--- config.mk ---
export PLATFORM = sky130hd
export DESIGN_NAME = decodeStage
export DESIGN_NICKNAME = d
export VERILOG_FILES = /design/src/rtl/cpuPkg.sv /design/src/rtl/decodeIf.sv /design/src/rtl/instructionDecoder.sv /design/src/rtl/registerFile.sv /design/src/rtl/operandFetch.sv /design/src/rtl/decodeStage.sv
export SDC_FILE = /design/constraint.sdc
export NUM_CORES = 2
export LEC_CHECK = 0
export BUFFER_PORTS_ARGS = -buffer_cell sky130_fd_sc_hd__buf_4
export CAP_MARGIN = 40
export CORE_MARGIN = 10
export CORE_UTILIZATION = 60
export DETAILED_ROUTE_END_ITERATION = 10
export PLACE_DENSITY = 0.77
export SYNTH_ARGS = -nofsm -noshare
export SYNTH_HDL_FRONTEND = slang
export SYNTH_HIERARCHICAL = 1
export SYNTH_SLANG_ARGS = --single-unit
--- constraint.sdc ---
create_clock -name Clock -period 4.1 [get_ports Clock]
set_input_delay 0.82 -clock Clock [delete_from_list [all_inputs] [get_ports Clock]]
set_output_delay 0.82 -clock Clock [all_outputs]
set_load 0.05 [all_outputs]
--- src/rtl/cpuPkg.sv ---
`default_nettype none

package cpuPkg;

    typedef logic [31:0] wordT;
    // Bit 5 selects the floating-point bank
    typedef logic [5:0]  regAddrT;
    typedef logic [4:0]  regFieldT;
    typedef logic [5:0]  opcodeT;
    typedef logic [5:0]  funcT;

    // Instruction formats from bits 31..30
    localparam logic [1:0] FormatRegister = 2'b00;
    localparam logic [1:0] FormatJump     = 2'b01;
    localparam logic       FormatImmediateBit = 1'b1;

    // Category held in bits 5..0 of a register-format word
    localparam funcT CategoryFloat = 6'd2;

    // Opcodes that need their own handling
    localparam opcodeT OpLoad   = 6'b111000;
    localparam opcodeT OpLoadS  = 6'b111001;
    localparam opcodeT OpStore  = 6'b111010;
    localparam opcodeT OpStoreS = 6'b111011;
    localparam opcodeT OpJreg   = 6'b111100;
    localparam opcodeT OpBez    = 6'b111101;
    localparam opcodeT OpBnez   = 6'b111110;
    localparam opcodeT OpJal    = 6'b111111;
    localparam opcodeT OpJmp    = 6'b010000;
    localparam opcodeT OpAddis  = 6'b110000;

    // Integer to float conversions write the float bank
    localparam funcT FuncIToF  = 6'b001110;
    localparam funcT FuncUIToF = 6'b001111;

endpackage

`default_nettype wire

--- src/rtl/decodeIf.sv ---
`timescale 1ns/10ps
`default_nettype none

interface decodeIf;

    cpuPkg::regAddrT source1;
    cpuPkg::regAddrT source2;
    cpuPkg::regAddrT destination;
    cpuPkg::wordT    immediate;
    logic            useImmediate;
    cpuPkg::funcT    functionCode;

    // Control flags
    logic isLoad;
    logic isStore;
    logic isJal;
    logic relativeJump;
    logic absoluteJump;
    logic unconditionalJump;
    logic conditionalJump;
    logic branchOnZero;

    logic decodedValid;

    modport decoder (
        output source1, source2, destination, immediate, useImmediate, functionCode,
        output isLoad, isStore, isJal, relativeJump, absoluteJump,
        output unconditionalJump, conditionalJump, branchOnZero,
        output decodedValid
    );

    modport operands (
        input source1, source2, destination, immediate, useImmediate, functionCode,
        input isLoad, isStore, isJal, relativeJump, absoluteJump,
        input unconditionalJump, conditionalJump, branchOnZero,
        input decodedValid
    );

endinterface

`default_nettype wire

--- src/rtl/instructionDecoder.sv ---
`timescale 1ns/10ps
`default_nettype none

module instructionDecoder (
    input  logic         Clock,
    input  logic         arstN,
    input  cpuPkg::wordT instruction,
    input  logic         decodeStrobe,
    decodeIf.decoder     decoded
);

    cpuPkg::wordT     currentInstruction;
    logic             validReg;

    cpuPkg::opcodeT   opcode;
    logic [1:0]       format;
    cpuPkg::funcT     lowBits;
    cpuPkg::regFieldT fieldDest;
    cpuPkg::regFieldT fieldSrc1;
    cpuPkg::regFieldT fieldSrc2;
    logic [15:0]      shortImmediate;
    logic [25:0]      longImmediate;

    logic isRegisterFormat;
    logic isJumpFormat;
    logic isImmediateFormat;
    logic isFloatRegister;
    logic floatDestination;
    logic noFunction;

    // Instruction register and valid flag
    always_ff @(posedge Clock or negedge arstN) begin
        if (!arstN) begin
            currentInstruction <= '0;
            validReg           <= 1'b0;
        end else begin
            validReg <= decodeStrobe;
            if (decodeStrobe) begin
                currentInstruction <= instruction;
            end
        end
    end

    assign opcode         = currentInstruction[31:26];
    assign format         = currentInstruction[31:30];
    assign lowBits        = currentInstruction[5:0];
    assign fieldDest      = currentInstruction[25:21];
    assign fieldSrc1      = currentInstruction[20:16];
    assign fieldSrc2      = currentInstruction[15:11];
    assign shortImmediate = currentInstruction[15:0];
    assign longImmediate  = currentInstruction[25:0];

    assign isRegisterFormat  = (format == cpuPkg::FormatRegister);
    assign isJumpFormat      = (format == cpuPkg::FormatJump);
    assign isImmediateFormat = (format[1] == cpuPkg::FormatImmediateBit);
    assign isFloatRegister   = isRegisterFormat && (lowBits == cpuPkg::CategoryFloat);

    // Float loads, stores, float ops and conversions target the float bank
    assign floatDestination = (opcode == cpuPkg::OpLoadS) || (opcode == cpuPkg::OpStoreS)
        || (isFloatRegister && (lowBits[3:0] < 4'd8))
        || (isRegisterFormat
            && ((lowBits == cpuPkg::FuncIToF) || (lowBits == cpuPkg::FuncUIToF)));

    assign noFunction = (opcode == cpuPkg::OpAddis) || isJumpFormat
        || ((opcode >= cpuPkg::OpLoad) && (opcode <= cpuPkg::OpJal));

    assign decoded.source1 = {isFloatRegister, fieldSrc1};

    always_comb begin
        if (opcode == cpuPkg::OpStore) begin
            decoded.source2 = {1'b0, fieldDest};
        end else if (opcode == cpuPkg::OpStoreS) begin
            decoded.source2 = {1'b1, fieldDest};
        end else begin
            decoded.source2 = {isFloatRegister, fieldSrc2};
        end
    end

    always_comb begin
        if (floatDestination) begin
            decoded.destination = {1'b1, fieldDest};
        end else if (isRegisterFormat || isImmediateFormat) begin
            decoded.destination = {1'b0, fieldDest};
        end else begin
            decoded.destination = '0;
        end
    end

    always_comb begin
        if (isJumpFormat) begin
            decoded.immediate = {{6{longImmediate[25]}}, longImmediate};
        end else if (opcode == cpuPkg::OpAddis) begin
            decoded.immediate = {shortImmediate, 16'b0};
        end else if (isImmediateFormat) begin
            decoded.immediate = {{16{shortImmediate[15]}}, shortImmediate};
        end else begin
            decoded.immediate = '0;
        end
    end

    assign decoded.useImmediate = isJumpFormat || isImmediateFormat;

    always_comb begin
        if (isRegisterFormat) begin
            decoded.functionCode = lowBits;
        end else if (noFunction) begin
            decoded.functionCode = '0;
        end else begin
            decoded.functionCode = {1'b0, currentInstruction[30:26]};
        end
    end

    assign decoded.isLoad       = (opcode == cpuPkg::OpLoad) || (opcode == cpuPkg::OpLoadS);
    assign decoded.isStore      = (opcode == cpuPkg::OpStore) || (opcode == cpuPkg::OpStoreS);
    assign decoded.isJal        = (opcode == cpuPkg::OpJal);
    assign decoded.relativeJump = (opcode == cpuPkg::OpJal) || (opcode == cpuPkg::OpJmp)
        || (opcode == cpuPkg::OpBez) || (opcode == cpuPkg::OpBnez);
    assign decoded.absoluteJump = (opcode == cpuPkg::OpJreg);
    assign decoded.unconditionalJump = (opcode == cpuPkg::OpJreg)
        || (opcode == cpuPkg::OpJal) || (opcode == cpuPkg::OpJmp);
    assign decoded.conditionalJump = (opcode == cpuPkg::OpBez) || (opcode == cpuPkg::OpBnez);
    assign decoded.branchOnZero    = (opcode == cpuPkg::OpBez);

    assign decoded.decodedValid = validReg;

endmodule

`default_nettype wire

--- src/rtl/registerFile.sv ---
`timescale 1ns/10ps
`default_nettype none

module registerFile (
    input  logic            Clock,
    input  logic            arstN,
    input  cpuPkg::regAddrT readAddress1,
    input  cpuPkg::regAddrT readAddress2,
    output cpuPkg::wordT    readData1,
    output cpuPkg::wordT    readData2,
    input  logic            writeEnable,
    input  cpuPkg::regAddrT writeAddress,
    input  cpuPkg::wordT    writeData
);

    // Integer bank in 0..31, float bank in 32..63
    cpuPkg::wordT registers [64];

    // Zero for address 0, otherwise a same-cycle write wins over storage
    function automatic cpuPkg::wordT readPort(input cpuPkg::regAddrT address);
        cpuPkg::wordT value;
        if (address == '0) begin
            value = '0;
        end else if (writeEnable && (writeAddress == address)) begin
            value = writeData;
        end else begin
            value = registers[address];
        end
        return value;
    endfunction

    always_ff @(posedge Clock or negedge arstN) begin
        if (!arstN) begin
            for (int i = 0; i < 64; i++) begin
                registers[i] <= '0;
            end
        end else if (writeEnable && (writeAddress != '0)) begin
            registers[writeAddress] <= writeData;
        end
    end

    always_comb begin
        readData1 = readPort(readAddress1);
    end

    always_comb begin
        readData2 = readPort(readAddress2);
    end

endmodule

`default_nettype wire

--- src/rtl/operandFetch.sv ---
`timescale 1ns/10ps
`default_nettype none

module operandFetch (
    input  logic            Clock,
    input  logic            arstN,
    decodeIf.operands       decoded,
    output cpuPkg::regAddrT readAddress1,
    output cpuPkg::regAddrT readAddress2,
    input  cpuPkg::wordT    readData1,
    input  cpuPkg::wordT    readData2,
    output cpuPkg::wordT    operandA,
    output cpuPkg::wordT    operandB,
    output cpuPkg::wordT    storeData,
    output cpuPkg::wordT    immediate,
    output cpuPkg::regAddrT destination,
    output cpuPkg::funcT    functionCode,
    output logic            isLoad,
    output logic            isStore,
    output logic            isJal,
    output logic            relativeJump,
    output logic            absoluteJump,
    output logic            unconditionalJump,
    output logic            conditionalJump,
    output logic            branchOnZero,
    output logic            operandValid
);

    cpuPkg::wordT selectedB;

    assign readAddress1 = decoded.source1;
    assign readAddress2 = decoded.source2;

    assign selectedB = decoded.useImmediate ? decoded.immediate : readData2;

    // Second stage, loaded only for a decoded instruction
    always_ff @(posedge Clock or negedge arstN) begin
        if (!arstN) begin
            operandA          <= '0;
            operandB          <= '0;
            storeData         <= '0;
            immediate         <= '0;
            destination       <= '0;
            functionCode      <= '0;
            isLoad            <= 1'b0;
            isStore           <= 1'b0;
            isJal             <= 1'b0;
            relativeJump      <= 1'b0;
            absoluteJump      <= 1'b0;
            unconditionalJump <= 1'b0;
            conditionalJump   <= 1'b0;
            branchOnZero      <= 1'b0;
            operandValid      <= 1'b0;
        end else begin
            operandValid <= decoded.decodedValid;
            if (decoded.decodedValid) begin
                operandA          <= readData1;
                operandB          <= selectedB;
                storeData         <= readData2;
                immediate         <= decoded.immediate;
                destination       <= decoded.destination;
                functionCode      <= decoded.functionCode;
                isLoad            <= decoded.isLoad;
                isStore           <= decoded.isStore;
                isJal             <= decoded.isJal;
                relativeJump      <= decoded.relativeJump;
                absoluteJump      <= decoded.absoluteJump;
                unconditionalJump <= decoded.unconditionalJump;
                conditionalJump   <= decoded.conditionalJump;
                branchOnZero      <= decoded.branchOnZero;
            end
        end
    end

endmodule

`default_nettype wire

--- src/rtl/decodeStage.sv ---
`timescale 1ns/10ps
`default_nettype none

module decodeStage (
    input  logic            Clock,
    input  logic            arstN,
    input  cpuPkg::wordT    instruction,
    input  logic            decodeStrobe,
    input  logic            writeEnable,
    input  cpuPkg::regAddrT writeAddress,
    input  cpuPkg::wordT    writeData,
    output cpuPkg::wordT    operandA,
    output cpuPkg::wordT    operandB,
    output cpuPkg::wordT    storeData,
    output cpuPkg::wordT    immediate,
    output cpuPkg::regAddrT destination,
    output cpuPkg::funcT    functionCode,
    output logic            isLoad,
    output logic            isStore,
    output logic            isJal,
    output logic            relativeJump,
    output logic            absoluteJump,
    output logic            unconditionalJump,
    output logic            conditionalJump,
    output logic            branchOnZero,
    output logic            operandValid
);

    cpuPkg::regAddrT readAddress1;
    cpuPkg::regAddrT readAddress2;
    cpuPkg::wordT    readData1;
    cpuPkg::wordT    readData2;

    decodeIf decodedBus ();

    instructionDecoder u_decoder (
        .Clock        (Clock),
        .arstN        (arstN),
        .instruction  (instruction),
        .decodeStrobe (decodeStrobe),
        .decoded      (decodedBus.decoder)
    );

    // Write port driven straight from the top level
    registerFile u_registers (
        .Clock        (Clock),
        .arstN        (arstN),
        .readAddress1 (readAddress1),
        .readAddress2 (readAddress2),
        .readData1    (readData1),
        .readData2    (readData2),
        .writeEnable  (writeEnable),
        .writeAddress (writeAddress),
        .writeData    (writeData)
    );

    operandFetch u_operands (
        .Clock             (Clock),
        .arstN             (arstN),
        .decoded           (decodedBus.operands),
        .readAddress1      (readAddress1),
        .readAddress2      (readAddress2),
        .readData1         (readData1),
        .readData2         (readData2),
        .operandA          (operandA),
        .operandB          (operandB),
        .storeData         (storeData),
        .immediate         (immediate),
        .destination       (destination),
        .functionCode      (functionCode),
        .isLoad            (isLoad),
        .isStore           (isStore),
        .isJal             (isJal),
        .relativeJump      (relativeJump),
        .absoluteJump      (absoluteJump),
        .unconditionalJump (unconditionalJump),
        .conditionalJump   (conditionalJump),
        .branchOnZero      (branchOnZero),
        .operandValid      (operandValid)
    );

endmodule

`default_nettype wire

**Yosys cells after proc, flatten, opt, wreduce, memory -nomap -nowiden**

Index checks and enable logic that the tools add are counted.

- Order comparisons: 7
- Eq/ne operators: 16
- Mux-type cells: 23
- Bitwise gates (word level): 3
- Reduce and logical (&&, ||, !) cells: 28

Operators with widths:

| cell | count |
|---|---|
| 2048-bit bitwise mux | 1 |
| 32-bit 2-to-1 mux | 13 |
| 32-bit binary-select mux with 6-bit select | 2 |
| 32-bit demux with 6-bit select | 1 |
| 6-bit == test, second input constant | 9 |
| 6-bit 2-to-1 mux | 4 |
| 7-bit greater-or-equal comparator, second input constant | 3 |
| 6-bit inverter with 7-bit output | 3 |
| 1-bit logical OR | 16 |
| 6-bit by 4-bit == test with 1-bit output, second input constant | 2 |
| 6-bit == test | 2 |
| 6-bit logical NOT | 2 |
| 5-bit 2-to-1 mux | 2 |
| 1-bit logical AND | 8 |
| 7-bit by 1-bit < comparator with 1-bit output, second input constant | 1 |
| 6-bit by 2-bit == test with 1-bit output, second input constant | 1 |
| 6-bit by 5-bit == test with 1-bit output, second input constant | 1 |
| 6-bit greater-or-equal comparator, second input constant | 1 |
| 6-bit <= comparator, second input constant | 1 |
| 6-bit nonzero test | 1 |
| 4-bit < comparator, second input constant | 1 |
| 2-bit by 1-bit == test with 1-bit output, second input constant | 1 |
| 2-bit logical NOT | 1 |

- Flip-flop bits (word level): 2230
- Input bits: 74
- Output and inout port bits: 149
- Word-level logic and storage cells: 158

**Depth between registers and ports, before layout**

- Depth in word-level cells: 11
- Gate-level depth with buffers: 18
- Depth with buffers taken out: 11

**Cells and area by module**

Netlist, hierarchy kept.

Modules (own cells, without submodules):

| module | instances | cells an instance | area an instance (sq um) | seq. area each (sq um) |
|---|---|---|---|---|
| registerFile | 1 | 7922 | 111166.6 | 51249.2 |
| operandFetch | 1 | 397 | 6025.8 | 3728.6 |
| instructionDecoder | 1 | 177 | 1978.1 | 825.8 |

**Worst setup path after synthesis**

OpenSTA, ideal clock, no wires.

- Kind: reg2reg
- Start: register u_decoder.currentInstruction[30]
- End: register u_operands.storeData[12]
- Setup time: 0.125 ns
- Arrival time: 3.140 ns
- Required time: 3.975 ns
- Slack: 0.835 ns
- Stages on the path, launching flop included: 15
- Buffers on the path: 5
- Clock period less this slack: 3.265 ns
- Cell sequence: dfrtp_1 -> buf_2 -> and4b_2 -> nand2_1 -> mux2_2 -> buf_4 -> buf_4 -> buf_2 -> buf_2 -> mux4_2 -> mux2i_1 -> o22ai_1 -> a211oi_1 -> nor2_1 -> mux2_2

- Elaborated cells on any way between the ends: 15
- Classes of those cells: eq/ne (3); mux (7); bitwise (1); reduce/logical (4)

RTL lines:

| element | line | text |
|---|---|---|
| start: declaration | instructionDecoder.sv:12 | `cpuPkg::wordT currentInstruction;` |
| start signal: assignment | instructionDecoder.sv:39 | `currentInstruction <= instruction;` |
| 6-bit == test | instructionDecoder.sv:72 | `end else if (opcode == cpuPkg::OpStoreS) begin` |
| 6-bit 2-to-1 mux | instructionDecoder.sv:72 |  |
| 6-bit 2-to-1 mux (*) | instructionDecoder.sv:70 | `if (opcode == cpuPkg::OpStore) begin` |
| named net decodedBus.source2[0] | decodeIf.sv:7 | `cpuPkg::regAddrT source2;` |
| 6-bit inverter with 7-bit output (implied by the code) | registerFile.sv:27 | `value = registers[address];` |
| 32-bit binary-select mux with 6-bit select | registerFile.sv:27 |  |
| 32-bit 2-to-1 mux (implied by the code) (2 in a row) | registerFile.sv:27 |  |
| 32-bit 2-to-1 mux | registerFile.sv:24 | `end else if (writeEnable && (writeAddress == address)) begin` |
| 32-bit 2-to-1 mux (*) | registerFile.sv:22 | `if (address == '0) begin` |
| named net readData2[12] | decodeStage.sv:32 | `cpuPkg::wordT readData2;` |
| end signal: assignment | operandFetch.sv:59 | `storeData <= readData2;` |
| end: declaration | operandFetch.sv:14 | `output cpuPkg::wordT storeData,` |

The timed path passes the listed nets; every way through them passes the cells marked *. The select of a mux whose other input is x is not followed.
A chain may end at the register's enable or synchronous reset.

**Worst setup path in the final report**

- Start: register u_decoder.currentInstruction[28]
- End: register u_operands.storeData[18]

Same word-level chain as after synthesis.

==> results.md <==
- Final Power: 65.4 mW
- PortBufs: 222
- Synthesized area per cell: 14.0 µm²
- Leak pwr: 61.0 nW
- Clock Skews: 0.0569 ns
- Worst path required time: 4.89 ns
- Core area: 0.197 mm²
- Worst Setup Slack, final: -0.0494 ns
- Hold Vio Cnt, Final: 0
- Total gr overflow: 0
- Max Freq: 241 MHz
- Vias/cell: 7.44
- Sw power: 20.3 mW
- Vias in the first global route: 85,951
- Syn_nets: 8,570
- Failing checks: setup timing
- Die height: 466 µm
- Crit Path Class: flip-flop to flip-flop
- Tmin final: 4.15 ns
- Cell Chain, Critical Path: and4b_2, nand2_1, buf_4, mux2_8, buf_12, nor2b_4, buf_12, a22oi_1, nand3_1, nand3_1, a211oi_2, nor2_1, mux2_2
- Crit. End Element: flip-flop
- Seq/Total Area, Yosys: 0.468
- Tot GR Track Use: 0.385
- Largest net degree at the start of global routing: 151
- Pre-antenna DRT Iters: 9
- GP Congestion: 0.961
- CTS tree: built
- CTS clk-pin slew, worst paths: 0.06 ns
- Final WL: 427,000 µm
- Unrepaired setup endpoints after global routing: true
- EDFF count, synth: 0
- Row Count: 163
- Crit Path Max Fanout: 24
- R2r setup slk: -0.05 ns
- Slowest cell on the critical path: nor2b_4
- Top-area cell type share of the netlist area: 0.468
- Switching part of the total power: 0.310
- Root Buffer: clkbuf_16
- Leading area contributor after synthesis: dfrtp_1
- Rel. slew slack: 0.320
- Die Area: 0.217 mm²
- Netlist Area Pre-Place: 0.119 mm²
- Int Power: 45.1 mW
- CTS sink cnt: 2,230
- P per Cell Area: 489 mW/mm²
- Hold crit path type: primary input to flip-flop
- Synth Register Bits: 2,230
- Max Cap Viol: 0
- Clock power frac: 0.339
- Final Max Slew Viols: 0
- Primary FF master, synth: dfrtp_1
- Peak VDD IR: 0.523 mV
- Most common cell in the netlist: mux2_2
- Synth top area cells: dfrtp_1, mux2_2, mux4_2
- Synth Warn #: 6
- Synthesized netlist cell count: 8,496
- CTS H-tree depth: 4
- Status: complete, but fails checks
- Die X: 466 µm
- Post-synth cell types: 76
- Total CTS buffers: 230
- Combinational Power Share: 0.239
- Worst-Skew Late Latency: 0.91 ns
- Maximum clock path buffer count: 3
- Pre-CTS setup slack: -0.354 ns
- Max incr delay on CP: 0.45 ns
- Antenna violations before repair: 29
- DR vias: 84,566
- Final Cycle Share: 1.01
- # nets final: 8,581
- DRC Markers: 0
- Layout cells sized above 1: 0.480
- Sequential Power Share: 0.423
- Final ANT Viol Nets: 0
- WL/cell: 37.6 µm
- Arrival time at the worst endpoint: 4.94 ns
- Drt initial violations: 11,719
- Setup crit start kind: flip-flop
- Post-synth top cells: mux2_2, dfrtp_1, mux2i_1
- Final setup violation count: 6
- IO Pins: 223
- Worst slew pin tran: 1.02 ns
- P&R area growth vs syn: 12.2%
- Initial Util: 0.604
- Post-synth ARST share: 1.00
- First-pass GRT wire length: 613,000 µm
- DP Wirelength: 265,000 µm
==> critical path: cells and delay by family (launching register included) <==
family                 cells  cell delay (ns)
and+or+nand+nor            6             1.52
buffers and inverters      3             0.71
DFF                        1             0.38
muxes                      2             0.73
AOI/OAI and AO/OA          2             0.59
==> layout by cell type, fill, tap and decap left out, drive strengths merged, types with 14 or more instances in the layout <==
cell type	count
mux2	2272
dfrtp	2230
mux2i	851
buf	725
mux4	670
clkbuf	356
nand2	254
a22oi	190
a21oi	181
nor2	134
nand3	123
o21ai	120
o22ai	80
a221oi	52
o221ai	50
clkinv	40
a211oi	37
nor2b	32
a41oi	31
and2	28
diode	27
a221o	22
nor3	21
bufinv	20
nand4	19
a211o	16
a31oi	14
o211ai	14
==> power by group through the flow <==
stage	Clock [mW]	Combinational [mW]	Sequential [mW]
4_1_cts	22.2	15.1	27.4
3_3_place_gp	0	14.7	27.6
3_5_place_dp	0	15.0	27.8
2_1_floorplan	0	9.34	27.8
6_report	22.1	15.6	27.6
5_1_grt	23.1	16.2	27.9
==> layer usage <==
| metal | global-route usage | vias up | routed length [µm] |
|---|---|---|---|
| li1 | - | 32269 | - |
| met1 | 0.482 | 44329 | 151000 |
| met2 | 0.549 | 6176 | 184000 |
| met3 | 0.139 | 1776 | 54700 |
| met4 | 0.282 | 16 | 37100 |
| met5 | 0.00132 | - | 104 |
==> registers in the layout, indices dropped and copies added (netlist names) <==
register,count
u_operands/relativeJump,1
u_decoder/decoded.decodedValid,1
u_operands/unconditionalJump,1
u_operands/conditionalJump,1
u_decoder/currentInstruction,32
u_operands/storeData,32
u_operands/absoluteJump,1
u_operands/operandA,32
u_operands/isStore,1
u_operands/destination,6
u_operands/functionCode,6
u_operands/isLoad,1
u_operands/isJal,1
u_operands/immediate,32
u_registers/registers,2048
u_operands/operandValid,1
u_operands/operandB,32
u_operands/branchOnZero,1
==> cell families after synthesis <==
group                     Yosys count  share of synthesized area
AOI/OAI and AO/OA                 852                     0.0493
xor gates and xnor gates           13                   0.000955
buffers and inverters             954                     0.0415
DFF                              2230                      0.468
muxes                            3793                      0.415
and+or+nand+nor                   654                     0.0254
==> path summary, 6_finish.rpt <==
kind                                                  startpoint                               to  cells after the start
worst max-delay path            u_decoder/currentInstruction[28]         u_operands/storeData[18]                     13
worst min-delay path                              instruction[8]  u_decoder/currentInstruction[8]                      2
worst max register to register  u_decoder/currentInstruction[28]         u_operands/storeData[18]                     13
worst min register to register       u_registers/registers[2040]      u_registers/registers[2040]                      0
max in group asynchronous                                  arstN       u_registers/registers[916]                      4
min in group asynchronous                                  arstN       u_registers/registers[374]                      2
==> repair_timing <==
action	CTS	global route
setup endpoints to repair	15	28
hold endpoints to repair	41	0
cloned	1	0
pin swaps	1	3
hold buffers	1	0
setup buffers	2	8
resized for setup	10	32
==> through the flow <==
stage / util / std cells / cell area, µm² / setup TNS [ns] / hold WS, ns
finish: 0.677 / 11366 / 134000 / -0.187 / 0.150
floorplan: - / 8496 / 119000 / 0 / 0.374
global placement: 0.634 / 10888 / 125000 / -1.60 / 0.378
detailed placement: 0.635 / 10898 / 125000 / -1.78 / 0.387
CTS: 0.676 / 11326 / 133000 / 0 / 0.125
global route: 0.677 / 11347 / 134000 / -0.209 / 0.149
==> cell type report <==
type	count	area, µm²
multi-input combinational	5312	59200
sequential	2230	55800
antenna	27	67.6
tap	2640	3300
clock buffer	355	6960
clock inverter	69	1010
timing repair buffer	728	7350
inverter	5	20.0
fill	13643	63700
Note: power is estimated with default switching activity, not from simulation.
